<file path="config.mk">
export PLATFORM = sky130hd
export DESIGN_NAME = lbm_write_back_flat
export DESIGN_NICKNAME = d
export VERILOG_FILES = /design/src/lbm_pkg.sv /design/src/lbm_lane_if.sv /design/src/lbm_write_back.sv /design/src/flat_wrapper.sv
export SDC_FILE = /design/constraint.sdc
export NUM_CORES = 1
export LEC_CHECK = 0
export ABC_CLOCK_PERIOD_IN_PS = 21300
export BUFFER_PORTS_ARGS = -buffer_cell sky130_fd_sc_hd__buf_2
export CELL_PAD_IN_SITES_DETAIL_PLACEMENT = 1
export CELL_PAD_IN_SITES_GLOBAL_PLACEMENT = 1
export CORE_AREA = 3 3 521 523
export DETAILED_ROUTE_END_ITERATION = 6
export DIE_AREA = 0 0 524 526
export HOLD_SLACK_MARGIN = 0.1
export PLACE_DENSITY = 0.33
export SYNTH_ARGS = -nofsm -noshare
export SYNTH_HDL_FRONTEND = slang
export SYNTH_SLANG_ARGS = --single-unit
export TNS_END_PERCENT = 100
</file>
<file path="constraint.sdc">
create_clock -name clk -period 21.3 [get_ports clk]
set_input_delay 2.13 -clock clk [delete_from_list [all_inputs] [get_ports clk]]
set_output_delay 2.13 -clock clk [all_outputs]
set_load 0.02 [all_outputs]
</file>
<file path="src/lbm_pkg.sv">
package lbm_pkg;

    ////////////////////////////////////////////////////////////
    // lattice geometry
    ////////////////////////////////////////////////////////////

    localparam int grid_w = 8;
    localparam int grid_h = 8;
    localparam int cells = grid_w * grid_h;
    localparam int dirs = 9;
    localparam int lanes = 4;
    localparam int groups = cells / lanes;
    localparam int data_w = 16;
    // nine values summed, so four extra bits
    localparam int rho_w = data_w + 4;
    localparam int cell_w = 6;

    // wishbone address and data widths
    localparam int adr_w = 12;
    localparam int bus_w = 32;

    typedef logic [data_w-1:0] dist_t;
    typedef logic [rho_w-1:0] rho_t;
    typedef logic [cell_w-1:0] cell_t;

    // fixed order, shared with the testbench model
    typedef enum logic [3:0] {
        dir_c, dir_n, dir_ne, dir_e, dir_se, dir_s, dir_sw, dir_w, dir_nw
    } dir_t;

    typedef enum logic {sweep_idle, sweep_run} sweep_state_t;

    // address bits 11:10
    typedef enum logic [1:0] {
        region_ctrl, region_dist, region_barrier, region_rho
    } region_t;

    // address bit 0 inside region_ctrl
    typedef enum logic {reg_steps, reg_status} reg_sel_t;

    ////////////////////////////////////////////////////////////
    // direction helpers, y grows towards the south
    ////////////////////////////////////////////////////////////

    function automatic int dir_dx(int d);
        case (dir_t'(d))
            dir_ne, dir_e, dir_se: return 1;
            dir_sw, dir_w, dir_nw: return -1;
            default: return 0;
        endcase
    endfunction

    function automatic int dir_dy(int d);
        case (dir_t'(d))
            dir_nw, dir_n, dir_ne: return -1;
            dir_sw, dir_s, dir_se: return 1;
            default: return 0;
        endcase
    endfunction

    // moving ones rotate by half a turn, rest stays put
    function automatic int dir_opp(int d);
        return (d == int'(dir_c)) ? d : ((d + 3) % 8) + 1;
    endfunction

endpackage

</file>
<file path="src/lbm_lane_if.sv">
`timescale 1ns/1ps

interface lbm_lane_if import lbm_pkg::*; ();

    // group issued by the fetch stage
    logic valid;
    logic last;
    cell_t base;
    dist_t up_dist [lanes][dirs];
    dist_t opp_dist [lanes][dirs];
    logic up_blk [lanes][dirs];
    logic own_bar [lanes];

    // one cycle later, from the lanes
    dist_t res_dist [lanes][dirs];
    rho_t res_rho [lanes];

    modport feed (
        output valid, last, base, up_dist, opp_dist, up_blk, own_bar
    );

    modport lane (
        input  valid, up_dist, opp_dist, up_blk, own_bar,
        output res_dist, res_rho
    );

    modport drain (
        input valid, last, base, res_dist, res_rho
    );

endinterface

</file>
<file path="src/lbm_write_back.sv">
`timescale 1ns/1ps

module lbm_write_back import lbm_pkg::*;
(
    input  logic clk,
    input  logic rst,
    lbm_lane_if.drain lane_if,
    output logic wr_en,
    output cell_t wr_cell,
    output dist_t wr_dist [lanes][dirs],
    output rho_t wr_rho [lanes],
    output logic step_done
);

    // feed tags delayed to line up with the lane registers
    logic valid_d;
    logic last_d;
    cell_t base_d;

    always_ff @(posedge clk or negedge rst)
    begin
        if (!rst)
        begin
            valid_d <= 1'b0;
            last_d <= 1'b0;
            wr_en <= 1'b0;
            step_done <= 1'b0;
        end
        else
        begin
            valid_d <= lane_if.valid;
            last_d <= lane_if.valid && lane_if.last;
            wr_en <= valid_d;
            // same cycle as the write of group 15
            step_done <= valid_d && last_d;
        end
    end

    always_ff @(posedge clk)
    begin
        base_d <= lane_if.base;
        if (valid_d)
        begin
            wr_cell <= base_d;
            wr_dist <= lane_if.res_dist;
            wr_rho <= lane_if.res_rho;
        end
    end

endmodule

</file>
<file path="src/flat_wrapper.sv">
// flat-port wrapper written by rule: the top's interface ports become plain ports
module lbm_write_back_flat import lbm_pkg::*;
  (clk, rst, wr_en, wr_cell, wr_dist, wr_rho, step_done, lane_if_valid, lane_if_last, lane_if_base, lane_if_res_dist, lane_if_res_rho);
  lbm_lane_if lane_if_i ();
  input  logic clk;
  input  logic rst;
  output logic wr_en;
  output cell_t wr_cell;
  output dist_t wr_dist[lanes][dirs];
  output rho_t wr_rho[lanes];
  output logic step_done;
  input wire logic [$bits(lane_if_i.valid)-1:0] lane_if_valid;
  input wire logic [$bits(lane_if_i.last)-1:0] lane_if_last;
  input wire logic [$bits(lane_if_i.base)-1:0] lane_if_base;
  input wire logic [$bits(lane_if_i.res_dist)-1:0] lane_if_res_dist;
  input wire logic [$bits(lane_if_i.res_rho)-1:0] lane_if_res_rho;
  assign lane_if_i.valid = lane_if_valid;
  assign lane_if_i.last = lane_if_last;
  assign lane_if_i.base = lane_if_base;
  assign lane_if_i.res_dist = {>>{lane_if_res_dist}};
  assign lane_if_i.res_rho = {>>{lane_if_res_rho}};
  lbm_write_back u_core (.clk(clk), .rst(rst), .lane_if(lane_if_i), .wr_en(wr_en), .wr_cell(wr_cell), .wr_dist(wr_dist), .wr_rho(wr_rho), .step_done(step_done));
endmodule
</file>
==> metrics.txt <==
# TYPE chip_impl_metric gauge
chip_impl_info{name="buffer_type_at_the_clock_tree_root",value="sky130_fd_sc_hd__clkbuf_16"} 1
chip_impl_info{name="status",value="complete, no violations"} 1
chip_impl_metric{name="final_report_setup_violation_count",unit=""} 0
chip_impl_metric{name="worst_slew_margin_rel",unit="%"} 31.29
chip_impl_metric{name="grt_pass1_vias",unit=""} 14780
chip_impl_metric{name="worst_hold_slack",unit="ps"} 401.4
chip_impl_metric{name="post_drt_via_cell_ratio",unit=""} 2.448
chip_impl_metric{name="yosysUniqueCellTypes",unit=""} 4
chip_impl_metric{name="p_per_area",unit="nW/µm²"} 101.0
chip_impl_metric{name="cts-buffers-inserted",unit=""} 96
chip_impl_metric{name="fin_skew",unit="ps"} 38.01
chip_impl_metric{name="postSynthCellCount",unit=""} 674
chip_impl_metric{name="cts_hold_buffers",unit=""} 0
chip_impl_metric{name="timing_max_transition_violations_final",unit=""} 0
chip_impl_metric{name="synth_area_per_cell",unit="µm²"} 29.84
chip_impl_info{name="crit_path_end_kind",value="flip-flop"} 1
chip_impl_metric{name="htree_levels",unit=""} 3
chip_impl_metric{name="postSynthRegisterBits",unit=""} 672
chip_impl_metric{name="yosysWarningCount",unit=""} 0
chip_impl_metric{name="detail_route.wirelength",unit="µm"} 151300
chip_impl_metric{name="port_buffers",unit=""} 1329
chip_impl_metric{name="timing_hold_violations_final",unit=""} 0
chip_impl_metric{name="wl_per_cell",unit="µm"} 26.26
chip_impl_metric{name="p_leak",unit="nW"} 13.38
chip_impl_metric{name="grt_usage",unit="%"} 10.48
chip_impl_metric{name="drt_iter0_markers",unit=""} 820
chip_impl_metric{name="grt_first_pass_wirelength",unit="µm"} 182200
chip_impl_metric{name="design.die.area",unit="µm²"} 275600
chip_impl_info{name="critical_hold_path_startpoint",value="u_core.base_d[4]"} 1
chip_impl_metric{name="cap_viol_max_count",unit=""} 0
chip_impl_metric{name="core",unit="µm²"} 267400
chip_impl_metric{name="period_minus_slack",unit="ps"} 4292
chip_impl_metric{name="grt_antenna_before_repair",unit=""} 208
chip_impl_metric{name="num-nets-final",unit=""} 2776
chip_impl_metric{name="io_pins",unit=""} 1330
chip_impl_info{name="r2r_start",value="u_core.valid_d"} 1
chip_impl_metric{name="clk_pin_slew",unit="ps"} 60
chip_impl_metric{name="clkLatencyLatePin",unit="ps"} 810
chip_impl_info{name="worst_setup_path_start_kind",value="flip-flop"} 1
chip_impl_metric{name="fp.dieH",unit="µm"} 526
chip_impl_metric{name="gp_routability_congestion",unit=""} 0.8243
chip_impl_info{name="most_common_library_cell_in_the_layout_ignoring_fill_and_taps",value="sky130_fd_sc_hd__buf_2"} 1
chip_impl_metric{name="drc_violations_left",unit=""} 0
chip_impl_metric{name="die_w",unit="µm"} 524
chip_impl_metric{name="clock_tree.buffer_depth",unit=""} 4
chip_impl_metric{name="cts_repair_resize_count",unit=""} 0
chip_impl_metric{name="flow.area_growth_from_synthesis",unit="%"} 71.32
chip_impl_metric{name="fraction_of_the_yosys_area_taken_by_sequential_cells",unit="%"} 99.94
chip_impl_metric{name="fp-row-count",unit=""} 190
chip_impl_metric{name="timing_limited_maximum_frequency",unit="MHz"} 233.0
chip_impl_metric{name="worstPathRequired",unit="ps"} 21700
chip_impl_metric{name="tns",unit="ps"} 0
chip_impl_metric{name="vdd_drop_max",unit="V"} 0.00005691
chip_impl_metric{name="synth_nets",unit=""} 1340
chip_impl_metric{name="ant_nets",unit=""} 0
chip_impl_metric{name="post_cts.repair.setup_buffers",unit=""} 0
chip_impl_metric{name="syn-cell-area",unit="µm²"} 20110
chip_impl_info{name="worstSetupStartpoint",value="u_core.valid_d"} 1
chip_impl_metric{name="detailedRoute.firstPassIterationCount",unit=""} 4
chip_impl_metric{name="via_count",unit=""} 14100
chip_impl_info{name="min-delay-path-class",value="reg2reg"} 1
chip_impl_metric{name="floorplan.initialDensity",unit="%"} 7.520
chip_impl_metric{name="placed_wire_length_estimate",unit="µm"} 129600
chip_impl_metric{name="grt_overflow",unit=""} 0
chip_impl_info{name="worstSetupPathType",value="reg2reg"} 1
chip_impl_info{name="rsz0062_at_grt",value="no"} 1
chip_impl_info{name="commonest_cells_after_routing_fill_and_taps_aside",value="1329 x sky130_fd_sc_hd__buf_2, 662 x sky130_fd_sc_hd__edfxtp_1, 96 x sky130_fd_sc_hd__clkbuf_16"} 1
chip_impl_metric{name="layout_worst_path_cycle_share",unit="%"} 20.15
chip_impl_metric{name="timing.critical_path.fanout_max",unit=""} 131
chip_impl_metric{name="numClockSinks",unit=""} 672
chip_impl_metric{name="critical_path_arrival",unit="ps"} 4690
chip_impl_metric{name="grt_max_degree",unit=""} 132
chip_impl_metric{name="final.fill_count",unit=""} 30700
chip_impl_info{name="tritoncts",value="done"} 1
chip_impl_metric{name="worst_pin_slew",unit="ps"} 1031
chip_impl_metric{name="drive_above_1_share",unit="%"} 67.87
[layer usage]
metal	track usage (%)	vias up	wire length, µm
li1	-	5703	-
met1	10.24	6643	50600
met2	17.03	1221	68460
met3	8.318	424	26970
met4	2.717	112	4553
met5	0	-	712
[power breakdown]
| group | switching (mW) | internal (mW) |
|---|---|---|
| logic | 0.214 | 0.0874 |
| registers | 0.0238 | 1.54 |
| clock network | 0.656 | 0.959 |
| total | 0.894 | 2.58 |
[cell usage after synthesis, drive strengths merged]
cell type	n	area [µm²]
dfxtp	6	120.1
edfxtp	662	19880
dfrtp	4	100.1
and2	2	12.51
[critical path, cell delays in order (launching register included)]
cell	delay, ps
sky130_fd_sc_hd__dfrtp_4	720
sky130_fd_sc_hd__buf_12	580
sky130_fd_sc_hd__buf_4	690
sky130_fd_sc_hd__buf_4	790
sky130_fd_sc_hd__buf_4	800
[final cells by class]
class	instances	area, µm²	share of cell area, %
diodes	27	67.56	0.1961
clock buffers	117	2551	7.404
clock inverters	53	545.5	1.583
multi-input cells	2	12.51	0.03631
flip-flops and latches	672	20100	58.34
well taps	3552	4444	12.90
repair buffers	1338	6731	19.54
[cell families after synthesis]
kind of cell  count (synthesis)  share of synthesized area, %
flops                       672                         99.94
simple gates                  2                       0.06220
[through the flow]
step / setup WS (ps) / power (mW) / instances / area, µm² / utilization [%]
floorplan: 5986 / 1.726 / 674 / 20110 / -
global placement: 16870 / 1.904 / 5564 / 31290 / 11.70
detailed placement: 16830 / 1.904 / 5564 / 31290 / 11.70
CTS: 16820 / 3.581 / 5734 / 34390 / 12.86
global route: 16600 / 3.638 / 5744 / 34410 / 12.87
finish: 17010 / 3.479 / 5761 / 34460 / 12.88
[state kept, by name (all words and copies together) (netlist names)]
signal,count
u_core.step_done,1
u_core.wr_rho,80
u_core.valid_d,1
u_core.base_d,6
u_core.wr_dist,576
u_core.wr_cell,6
u_core.last_d,1
u_core.wr_en,1
[worst paths after layout]
path / to / slack, ps / cells past startpoint
hold / removal: u_core.wr_cell[4] / 400 / 0
min in group asynchronous: u_core.wr_en / 1190 / 1
hold reg to reg: u_core.wr_cell[4] / 400 / 0
setup reg to reg: u_core.wr_dist[275] / 17010 / 4
setup / recovery: u_core.wr_dist[275] / 17010 / 4
max in group asynchronous: u_core.valid_d / 19900 / 1
Note: power is estimated with default switching activity, not from simulation.
