### src/lbm_pkg.sv
package lbm_pkg;

    ////////////////////////////////////////////////////////////
    // lattice geometry
    ////////////////////////////////////////////////////////////

    localparam int grid_w = 8;
    localparam int grid_h = 8;
    localparam int cells = grid_w * grid_h;
    localparam int dirs = 9;
    localparam int lanes = 4;
    localparam int groups = cells / lanes;
    localparam int data_w = 16;
    // nine values summed, so four extra bits
    localparam int rho_w = data_w + 4;
    localparam int cell_w = 6;

    // wishbone address and data widths
    localparam int adr_w = 12;
    localparam int bus_w = 32;

    typedef logic [data_w-1:0] dist_t;
    typedef logic [rho_w-1:0] rho_t;
    typedef logic [cell_w-1:0] cell_t;

    // fixed order, shared with the testbench model
    typedef enum logic [3:0] {
        dir_c, dir_n, dir_ne, dir_e, dir_se, dir_s, dir_sw, dir_w, dir_nw
    } dir_t;

    typedef enum logic {sweep_idle, sweep_run} sweep_state_t;

    // address bits 11:10
    typedef enum logic [1:0] {
        region_ctrl, region_dist, region_barrier, region_rho
    } region_t;

    // address bit 0 inside region_ctrl
    typedef enum logic {reg_steps, reg_status} reg_sel_t;

    ////////////////////////////////////////////////////////////
    // direction helpers, y grows towards the south
    ////////////////////////////////////////////////////////////

    function automatic int dir_dx(int d);
        case (dir_t'(d))
            dir_ne, dir_e, dir_se: return 1;
            dir_sw, dir_w, dir_nw: return -1;
            default: return 0;
        endcase
    endfunction

    function automatic int dir_dy(int d);
        case (dir_t'(d))
            dir_nw, dir_n, dir_ne: return -1;
            dir_sw, dir_s, dir_se: return 1;
            default: return 0;
        endcase
    endfunction

    // moving ones rotate by half a turn, rest stays put
    function automatic int dir_opp(int d);
        return (d == int'(dir_c)) ? d : ((d + 3) % 8) + 1;
    endfunction

endpackage

### src/lbm_wb_regs.sv
`timescale 1ns/1ps

module lbm_wb_regs import lbm_pkg::*;
(
    input  logic clk,
    input  logic rst,
    input  logic wb_cyc,
    input  logic wb_stb,
    input  logic wb_we,
    input  logic [adr_w-1:0] wb_adr,
    input  logic [bus_w-1:0] wb_dat_w,
    output logic [bus_w-1:0] wb_dat_r,
    output logic wb_ack,
    output logic [adr_w-1:0] host_adr,
    output logic host_we,
    output logic [bus_w-1:0] host_wdata,
    input  logic [bus_w-1:0] host_rdata,
    output logic start,
    input  logic step_done,
    output logic busy
);

    region_t region;
    reg_sel_t reg_sel;
    logic req;
    logic steps_wr;
    logic load_q;
    logic [15:0] steps_left;
    logic [15:0] steps_done;
    logic [bus_w-1:0] rdata;

    assign region = region_t'(wb_adr[11:10]);
    assign reg_sel = reg_sel_t'(wb_adr[0]);

    // new request only, the ack cycle masks it
    assign req = wb_cyc && wb_stb && !wb_ack;

    assign steps_wr = req && wb_we && !busy && region == region_ctrl
        && reg_sel == reg_steps && wb_dat_w[15:0] != '0;

    // memory window, writes dropped during a run
    assign host_adr = wb_adr;
    assign host_wdata = wb_dat_w;
    assign host_we = req && wb_we && !busy && region != region_ctrl;

    always_comb
    begin
        if (region != region_ctrl)
            rdata = host_rdata;
        else if (reg_sel == reg_status)
            rdata = {steps_done, 15'b0, busy};
        else
            rdata = '0;
    end

    ////////////////////////////////////////////////////////////
    // ack and step sequencing
    ////////////////////////////////////////////////////////////

    always_ff @(posedge clk or negedge rst)
    begin
        if (!rst)
        begin
            wb_ack <= 1'b0;
            load_q <= 1'b0;
            start <= 1'b0;
            busy <= 1'b0;
            steps_left <= '0;
            steps_done <= '0;
        end
        else
        begin
            wb_ack <= req;
            load_q <= steps_wr;
            start <= 1'b0;
            if (steps_wr)
            begin
                steps_left <= wb_dat_w[15:0];
                steps_done <= '0;
            end
            // run begins the cycle after the ack
            if (load_q)
            begin
                busy <= 1'b1;
                start <= 1'b1;
                steps_left <= steps_left - 1'b1;
            end
            if (step_done)
            begin
                steps_done <= steps_done + 1'b1;
                if (steps_left != '0)
                begin
                    start <= 1'b1;
                    steps_left <= steps_left - 1'b1;
                end
                else
                    busy <= 1'b0;
            end
        end
    end

    always_ff @(posedge clk)
    begin
        if (req)
            wb_dat_r <= rdata;
    end

endmodule

### config.mk
export PLATFORM = sky130hd
export DESIGN_NAME = lbm_wb_regs
export DESIGN_NICKNAME = d
export VERILOG_FILES = /design/src/lbm_pkg.sv /design/src/lbm_wb_regs.sv
export SDC_FILE = /design/constraint.sdc
export NUM_CORES = 1
export LEC_CHECK = 0
export BUFFER_PORTS_ARGS = -buffer_cell sky130_fd_sc_hd__buf_2
export CAP_MARGIN = 40
export CORE_ASPECT_RATIO = 1.75
export CORE_MARGIN = 3
export CORE_UTILIZATION = 45
export CTS_BUF_LIST = sky130_fd_sc_hd__clkbuf_8
export DETAILED_ROUTE_END_ITERATION = 7
export GPL_ROUTABILITY_DRIVEN = 1
export GPL_TIMING_DRIVEN = 0
export PLACE_DENSITY = 0.84
export SYNTH_ARGS = -nofsm -noshare
export SYNTH_HDL_FRONTEND = slang
export SYNTH_SLANG_ARGS = --single-unit
### constraint.sdc
create_clock -name clk -period 3.1 [get_ports clk]
set_clock_uncertainty 0.1 [all_clocks]
set_input_delay 0.93 -clock clk [delete_from_list [all_inputs] [get_ports clk]]
set_output_delay 0.93 -clock clk [all_outputs]
set_load 0.03 [all_outputs]
==> out/results.ini, run 1 <==
[floorplan]
core_area_um2=8070
die_x_um=75.4
ios=162
die-height_um=127
num_rows=43
dieArea_um2=9600
initial_utilization_pct=46.9

[clocking]
cts_tree=yes
numCtsBuffers=9
cts_root_buffer=clkbuf_8
cts.sinks=68
clk_pin_slew_ps=60
hold_buffers=0
ctsHtreeMaxLevel=3
insertion_delay_ps=340
cts.path.max_buffers=2

[global_routing]
antenna_found_initial=0
grt_overflow_total=0
grt_pass1_vias=3279
grt_start_max_net_pins=36
grt_first_pass_wirelength_mm=14.8
grt_usage_pct=19.7

[critical_path]
required_ps=2070
worst-r2r-setup-slack_ps=380
reg2reg_depth=6
crit_chain=buf_2 -> and3b_4 -> and4b_1 -> buf_2
worstPathArrival_ps=1990
cp-start-kind=input port
r2r-end=steps_left[3]
critPathTopFamily=simple AND/OR/NAND/NOR gates
critical_path.max_stage_delay_ps=520
crit_top_cell=buf_2
crit_type=in -> out
worstSetupEndpointType=primary output
r2r_start=wb_ack
crit_buf_inv=2
worstPathMaxFanout=35
crit_path_top_delay_cell=and3b_4

[power_and_ir_drop]
switching_share_pct=32.4
leakagePower_nw=2.23
pwr_density_cell_nw_per_um2=574
p_int_w=0.00187
seqPwrFrac_pct=44.5
clkPwrFrac_pct=29.5
peakVddDrop_v=0.000351
combPwrFrac_pct=26.0
finalPower_w=0.00277
switching_power_w=0.000897

[cells_and_area]
nets=607
stdcell_area_um2=4820
seq_area_um2=1860
stdcell_count=617
diodes=0
syn2layout_area_growth_pct=27.3
drive_above_1_share_pct=41.6
nFillCells=685
layout_common_cells=140 x buf_2, 67 x nand2_1, 45 x buf_4, 36 x dfrtp_1, 32 x edfxtp_1
layout_commonest_cell=buf_2
multi_input_area_um2=1470

[timing]
min_period_ps=3020
max-slew-margin-rel_pct=58.8
tns_ps=0
hold_slack_ps=318
fin_crit_sh_pct=97.3
timing.fmax_ghz=0.331
finalHoldViolCount=0
rsz0062_at_grt=no
maxSlewViolCount=0
setup_viol=0
worstMarginPinSlew_ps=613

[detailed_routing]
top_layer=met4
drt_iter0_drc=156
wl_mm=9.28
postRouteAntennaNets=0
vias=3323
dr.pass1.iters=4
drc=0
wl_met3_um=810
wl_met2_mm=5.03
via_per_inst=5.39
wl_per_cell_um=15.0
met1Wirelength_mm=3.25

[yosys]
synth-edff-count=32
syn_area_per_cell_um2=10.1
synthFlopType=dfrtp_1
synth-seq-cells=68
synth_area_um2=3790
syn-num-nets=460
synth_top_area_share_pct=25.4
ys_seq_area_share_pct=49.1
async_reset_ff_share_pct=52.9
netlist_instances=376
yosys-top-cells-area=edfxtp_1 25%, dfrtp_1 24%, buf_4 8.9%
synth_cell_type_count=56
ys_warn_count=0
yosys.area.top_type=edfxtp_1

[hold_path]
hp-class=in -> async

[place]
place_inst=602
placedInstanceArea_um2=4600
finalWeightedCongestion=0.869
dpl.hpwl_mm=7.26
portBuffers=135

[job]
drv_cap=0

[status]
status=completed

## metrics by stage
stage | utilization, % | setup slack, ps
3_5_place_dp | 57.0 | -337
4_1_cts | 59.8 | 81.7
2_1_floorplan | - | 118
5_1_grt | 59.8 | 17.0
6_report | 59.8 | 82.5
3_3_place_gp | 56.7 | -277
## synthesized netlist by cell type, types with 7 or more instances
cell       n
nand2_1   67
buf_4     45
dfrtp_1   36
edfxtp_1  32
o21ai_0   26
and2_1    17
clkbuf_1  11
nand3_1   11
nor3_1    10
o21ai_1   10
xor2_1    10
nor2_1     9
a221o_1    8
nor4_1     7
## layout make-up
class	count	area share (%)
Timing Repair Buffer	136	14.4
Tap cell	90	2.33
Inverter	8	0.622
Clock buffer	11	3.14
Clock inverter	4	1.50
Multi-Input combinational cell	237	30.5
Buffer	63	8.84
Sequential cell	68	38.6
## power groups by stage
| stage | clock, W | sequential, W | combinational (W) |
|---|---|---|---|
| finish | 0.000817 | 0.00123 | 0.000720 |
| global route | 0.000866 | 0.00125 | 0.000795 |
| CTS | 0.000829 | 0.00123 | 0.000720 |
| detailed placement | 0 | 0.00125 | 0.000716 |
| global placement | 0 | 0.00124 | 0.000685 |
| floorplan | 0 | 0.00125 | 0.000497 |
## timing repair
item,CTS,global route
resized for setup,1,0
setup endpoints to repair,1,0
setup buffers,0,0
hold endpoints to repair,0,0
## layer usage
| metal | vias up | track usage (%) |
|---|---|---|
| li1 | 1589 | - |
| met1 | 1520 | 21.7 |
| met2 | 194 | 35.7 |
| met3 | 20 | 4.80 |
| met4 | 0 | 6.08 |
| met5 | - | 0 |
## sequential cells by signal, summed over array words and instances (netlist names)
name        count
steps_done     16
steps_left     16
start           1
busy            1
wb_ack          1
wb_dat_r       32
load_q          1
## kinds of logic after synthesis
family          share of synthesized area, %
simple gates                            22.5
xor+xnor                                3.01
compound gates                          12.4
flops                                   49.1
mux                                    0.264
fa+ha+maj                              0.660
buf+inv                                 12.1
## worst max path at each step
stage | slack [ps] | from | end | cells after the start
finish | 80 | wb_stb | host_we | 4
global route | 20 | wb_stb | host_we | 4
CTS | 80 | wb_stb | host_we | 4
detailed placement | -340 | wb_stb | steps_left[3] | 7
global placement | -280 | wb_stb | steps_left[4] | 7
floorplan | 120 | wb_stb | host_we | 2
Note: power is estimated with default switching activity, not from simulation.
==> run 2: changes to the inputs <==
- CORE_MARGIN: 3 -> 1
==> run 2 against run 1 <==
- power down 6.2%
- hold slack gained 110 ps
- final cell count unchanged
- setup slack improved by 3.6 ps
- fmax up 0.12%
- register-to-register slack barely moved
- critical path type unchanged
- via count down 1.7%
- clock-buffer cell count unchanged
- design area decreased by 1.3%
- the run now ends with design-rule violations left
==> out/results.ini, run 2 (synthesis results as in run 1) <==
[critical_path]
required_ps=2070
crit_type=in -> out
worstSetupEndpointType=primary output
r2r_start=wb_ack
cp-start-kind=input port
r2r-end=steps_left[3]
worst-r2r-setup-slack_ps=370
endpoint=host_we
worstPathArrival_ps=1980
reg2reg_depth=6
cp-startpoint=wb_stb
worstPathMaxFanout=35

[clocking]
numCtsBuffers=9
hold_buffers=0
ctsHtreeMaxLevel=3
clk_pin_slew_ps=70
cts_root_buffer=clkbuf_8
cts.sinks=68
post_cts_buffers=0
cts.path.max_buffers=2
insertion_delay_ps=350
cts_tree=yes

[global_routing]
grt_usage_pct=21.1
grt_pass1_vias=3232
grt_start_max_net_pins=37
grt_overflow_total=0
grt_first_pass_wirelength_mm=14.4
antenna_found_initial=0

[cells_and_area]
top_register=wb_dat_r
drive_above_1_share_pct=41.4
nFillCells=689
layout_common_cells=140 x buf_2, 67 x nand2_1, 45 x buf_4, 36 x dfrtp_1, 32 x edfxtp_1
diodes=0
syn2layout_area_growth_pct=25.7
stdcell_count=617
largest_reg_flops=32
reg_top3=wb_dat_r (32), steps_done (16), steps_left (16)
stdcell_area_um2=4760
layout_commonest_cell=buf_2
nets=606

[power_and_ir_drop]
peakVddDrop_v=0.000388
pwr_density_cell_nw_per_um2=546
switching_share_pct=34.3
seqPwrFrac_pct=47.3
switching_power_w=0.000891
p_int_w=0.00171
combPwrFrac_pct=27.4
leakagePower_nw=2.20
clkPwrFrac_pct=25.3

[detailed_routing]
dr.pass1.iters=6
postRouteAntennaNets=0
wl_mm=8.83
drc=14
drt_iter0_drc=219
wl_per_cell_um=14.3
via_per_inst=5.29
vias=3266

[floorplan]
die_x_um=71.4
num_rows=43
dieArea_um2=8800
ios=162
initial_utilization_pct=47.3
core_area_um2=8020
die-height_um=123

[timing]
min_period_ps=3010
hold_slack_ps=428
finalHoldViolCount=0
max-slew-margin-rel_pct=44.4
fin_crit_sh_pct=97.2
worstMarginPinSlew_ps=834
timing.fmax_ghz=0.332
setup_viol=0
rsz0062_at_grt=no
maxSlewViolCount=0

[place]
place_inst=601
dpl.hpwl_mm=6.81
placedInstanceArea_um2=4580
portBuffers=135
finalWeightedCongestion=0.947

[status]
violations=design-rule violations
status=finished with violations

[hold_path]
hp-class=reg -> reg

[job]
drv_cap=0

-- run 2: changes by cell type in the layout (fill, tap and decap cells not counted), sizes merged --
cell,previous run,this run
bufinv,2,0
buf,188,187
clkinv,1,2
clkinvlp,1,2
inv,8,9
-- run 2: metal layers --
layer | share of wire [%] | up-vias | track usage, % | routed length (um)
li1 | - | 1587 | - | -
met1 | 37 | 1494 | 21.5 | 3310
met2 | 53 | 163 | 38.4 | 4640
met3 | 7.0 | 22 | 5.54 | 614
met4 | 3.0 | 0 | 12.1 | 263
met5 | 0 | - | 0 | 0
-- run 2: repair_timing --
action,CTS,global route
gates resized for setup,1,0
endpoints found under the setup margin,1,0
hold endpoints to repair,0,0
-- run 2: metrics by stage --
step | total power (W) | setup TNS, ps | utilization, % | setup WS [ps]
3_3_place_gp | 0.00192 | -3140 | 57.1 | -287
2_1_floorplan | 0.00175 | 0 | - | 118
3_5_place_dp | 0.00195 | -4240 | 57.1 | -369
4_1_cts | 0.00262 | 0 | 59.4 | 75.0
6_report | 0.00260 | 0 | 59.4 | 86.1
5_1_grt | 0.00275 | 0 | 59.4 | 18.1
-- run 2: cell type report --
type | instances | area, um2 | area share [%]
plain buffers | 63 | 427 | 8.96
clock buffers | 11 | 151 | 3.18
clock inverters | 5 | 28.8 | 0.604
inverters | 8 | 30.0 | 0.631
multi-input cells | 237 | 1470 | 31.0
flip-flops and latches | 68 | 1860 | 39.1
well taps | 90 | 113 | 2.37
repair buffers | 135 | 676 | 14.2
-- run 2: power by group through the flow --
stage                     registers [W]  clock network (W)  logic, W
after floorplan                 0.00125                  0  0.000497
after global placement          0.00124                  0  0.000682
after detailed placement        0.00124                  0  0.000707
after CTS                       0.00122           0.000680  0.000715
after global routing            0.00125           0.000721  0.000783
final                           0.00123           0.000658  0.000713
-- run 2: worst max-delay path: stages --
cell and delay (ps):
buf_2 80, and3b_4 520, and4b_1 250, buf_2 200
-- run 2: worst min path at each step --
| stage | startpoint | to | slack [ps] | depth (start not counted) |
|---|---|---|---|---|
| after floorplan | steps_done[15] | steps_done[15] | 360 | 1 |
| after global placement | steps_done[15] | steps_done[15] | 390 | 1 |
| final | steps_done[15] | steps_done[15] | 430 | 1 |
| after global routing | steps_done[15] | steps_done[15] | 460 | 1 |
| after detailed placement | steps_done[15] | steps_done[15] | 400 | 1 |
| after CTS | steps_done[15] | steps_done[15] | 410 | 1 |
==> run 3: changes to the inputs <==
- ABC_AREA: not set -> 1
- ABC_CLOCK_PERIOD_IN_PS: not set -> 3100
- PLACE_DENSITY: 0.84 -> 0.83
==> run 3 against run 2 <==
- the flow now finishes without violations
- design area grew 8.5%
- sequential share of layout area shrank 3.1 points
- final cell count grew 29%
- first-iteration DRC count grew 2.3%
- core utilization shrank 0.60 points
- synthesized area grew 8.6%
- register-to-register slack gained 850 ps
==> out/results.ini, run 3 <==
[status]
status=completed

[critical_path]
r2r-end=steps_done[8]
required_ps=2070
reg2reg_depth=8
crit_type=in -> out
cp-startpoint=wb_adr[10]
worstPathMaxFanout=10
worstPathArrival_ps=1920
worstSetupEndpointType=primary output
cp-start-kind=input port
endpoint=host_we
worst-r2r-setup-slack_ps=1220
r2r_start=steps_done[0]

[power_and_ir_drop]
switching_power_w=0.00107
p_int_w=0.00175
clkPwrFrac_pct=23.1
switching_share_pct=37.9
leakagePower_nw=2.72
pwr_density_cell_nw_per_um2=547
peakVddDrop_v=0.000283
seqPwrFrac_pct=44.0
combPwrFrac_pct=32.8

[timing]
setup_viol=0
setup_slack_ps=146
timing.fmax_ghz=0.339
fin_crit_sh_pct=95.3
finalHoldViolCount=0
tns_ps=0
min_period_ps=2950
maxSlewViolCount=0
worstMarginPinSlew_ps=846
hold_slack_ps=366
rsz0062_at_grt=no
max-slew-margin-rel_pct=43.5

[global_routing]
grt_usage_pct=21.3
grt_pass1_vias=3691
grt_first_pass_wirelength_mm=15.5
grt_overflow_total=0
grt_start_max_net_pins=20
antenna_found_initial=0

[yosys]
synth_top_area_share_pct=23.4
synthXorXnorAreaFrac_pct=1.70
netlist_instances=527
syn_area_per_cell_um2=7.81
synth_area_um2=4120
syn-num-nets=611
synth-seq-cells=68
synth_common_cells=140 x nand2_1, 63 x inv_1, 59 x nor2_1
synth_compound_area_share_pct=6.32
synthFlopType=dfrtp_1
ys_warn_count=0
synth_most_common_cell=nand2_1
yosys.area.top_type=edfxtp_1
synth_cell_type_count=33
synth_mux_area_share_pct=0
synth-edff-count=32
synthSimpleGateAreaFrac_pct=29.7
yosys-top-cells-area=edfxtp_1 23%, dfrtp_1 22%, nand2_1 13%
synthAdderAreaFrac_pct=0.608
ys_seq_area_share_pct=45.2
async_reset_ff_share_pct=52.9
synth_top_family_by_area=simple AND/OR/NAND/NOR gates

[hold_path]
holdCritStartpoint=steps_left[0]
hp-class=reg -> reg

[detailed_routing]
postRouteAntennaNets=0
dr.pass1.iters=5
drc=0
vias=3857
drt_iter0_drc=224
wl_per_cell_um=12.5
wl_mm=9.92
via_per_inst=4.85

[cells_and_area]
stdcell_area_um2=5160
nFillCells=799
top_register=wb_dat_r
layout_common_cells=139 x nand2_1, 136 x buf_2, 63 x inv_1, 57 x nor2_1, 49 x nand3_1
reg_top3=wb_dat_r (32), steps_done (16), steps_left (16)
nets=758
multi_input_area_um2=1600
largest_reg_flops=32
syn2layout_area_growth_pct=25.5
layout_commonest_cell=nand2_1
seq_area_um2=1860
drive_above_1_share_pct=33.6
diodes=0

[floorplan]
core_area_um2=8780
die-height_um=129
dieArea_um2=9550
ios=162
die_x_um=74.3
num_rows=45
initial_utilization_pct=46.9

[clocking]
insertion_delay_ps=340
cts-resized-gates=0
cts_root_buffer=clkbuf_8
hold_buffers=0
post_cts_buffers=1
ctsHtreeMaxLevel=3
cts_tree=yes
clk_pin_slew_ps=70
cts.sinks=68
numCtsBuffers=9
cts.path.max_buffers=2

[place]
portBuffers=133
dp_slack_ps=-317
placedInstanceArea_um2=4970
dpl.hpwl_mm=7.78
finalWeightedCongestion=0.922

[job]
drv_cap=0

==> run 3: cell count changes after synthesis, sizes merged, moves of 5 or more <==
cell | previous run | this run
nand2 | 67 | 149
and2 | 17 | 0
a221o | 8 | 0
nor4 | 11 | 0
inv | 8 | 63
nor2 | 9 | 68
clkbuf | 11 | 3
buf | 52 | 57
nand3 | 11 | 49
==> run 3: worst min-delay path by stage <==
stage | cells past startpoint | slack (ps) | to
after detailed placement | 1 | 360 | steps_left[0]
after global placement | 1 | 350 | steps_left[0]
after CTS | 1 | 370 | steps_left[0]
final | 1 | 370 | steps_left[0]
after floorplan | 1 | 330 | steps_left[0]
after global routing | 1 | 400 | steps_left[0]
==> run 3: cell type report <==
class,instances,share of cell area [%]
timing repair buffer,135,13.6
tap,117,2.83
buffer,60,8.43
inverter,64,4.68
clock buffer,10,2.67
multi-input combinational,336,31.0
sequential,68,36.1
clock inverter,6,0.775
==> run 3: critical path, cell delays in order <==
cell	delay [ps]
buf_2	170
nor2_8	150
buf_1	420
nor2_4	60
buf_2	190
==> run 3: through the flow <==
| step | power, W | std cells | utilization (%) |
|---|---|---|---|
| after floorplan | 0.00193 | 527 | - |
| after global placement | 0.00213 | 777 | 56.3 |
| after detailed placement | 0.00218 | 778 | 56.6 |
| after CTS | 0.00283 | 796 | 58.8 |
| after global routing | 0.00302 | 796 | 58.8 |
| final | 0.00282 | 796 | 58.8 |
==> run 3: metal layers <==
layer / part of all wire, % / GRT usage (%) / wire [um]
met1: 34 / 19.7 / 3400
met2: 56 / 41.6 / 5550
met3: 6.5 / 3.52 / 645
met4: 3.3 / 12.0 / 327
met5: 0 / 0 / 0
==> run 3: power groups by stage <==
stage               sequential (W)  clock (W)  combinational, W
finish                     0.00124   0.000654          0.000928
global route               0.00126   0.000694           0.00106
CTS                        0.00124   0.000668          0.000927
detailed placement         0.00126          0          0.000919
global placement           0.00125          0          0.000881
floorplan                  0.00127          0          0.000664
==> run 3: logic make-up after synthesis <==
logic type,after synthesis
xor+xnor,8
simple gates,279
fa+ha+maj,2
flops,68
compound gates,46
buf+inv,124
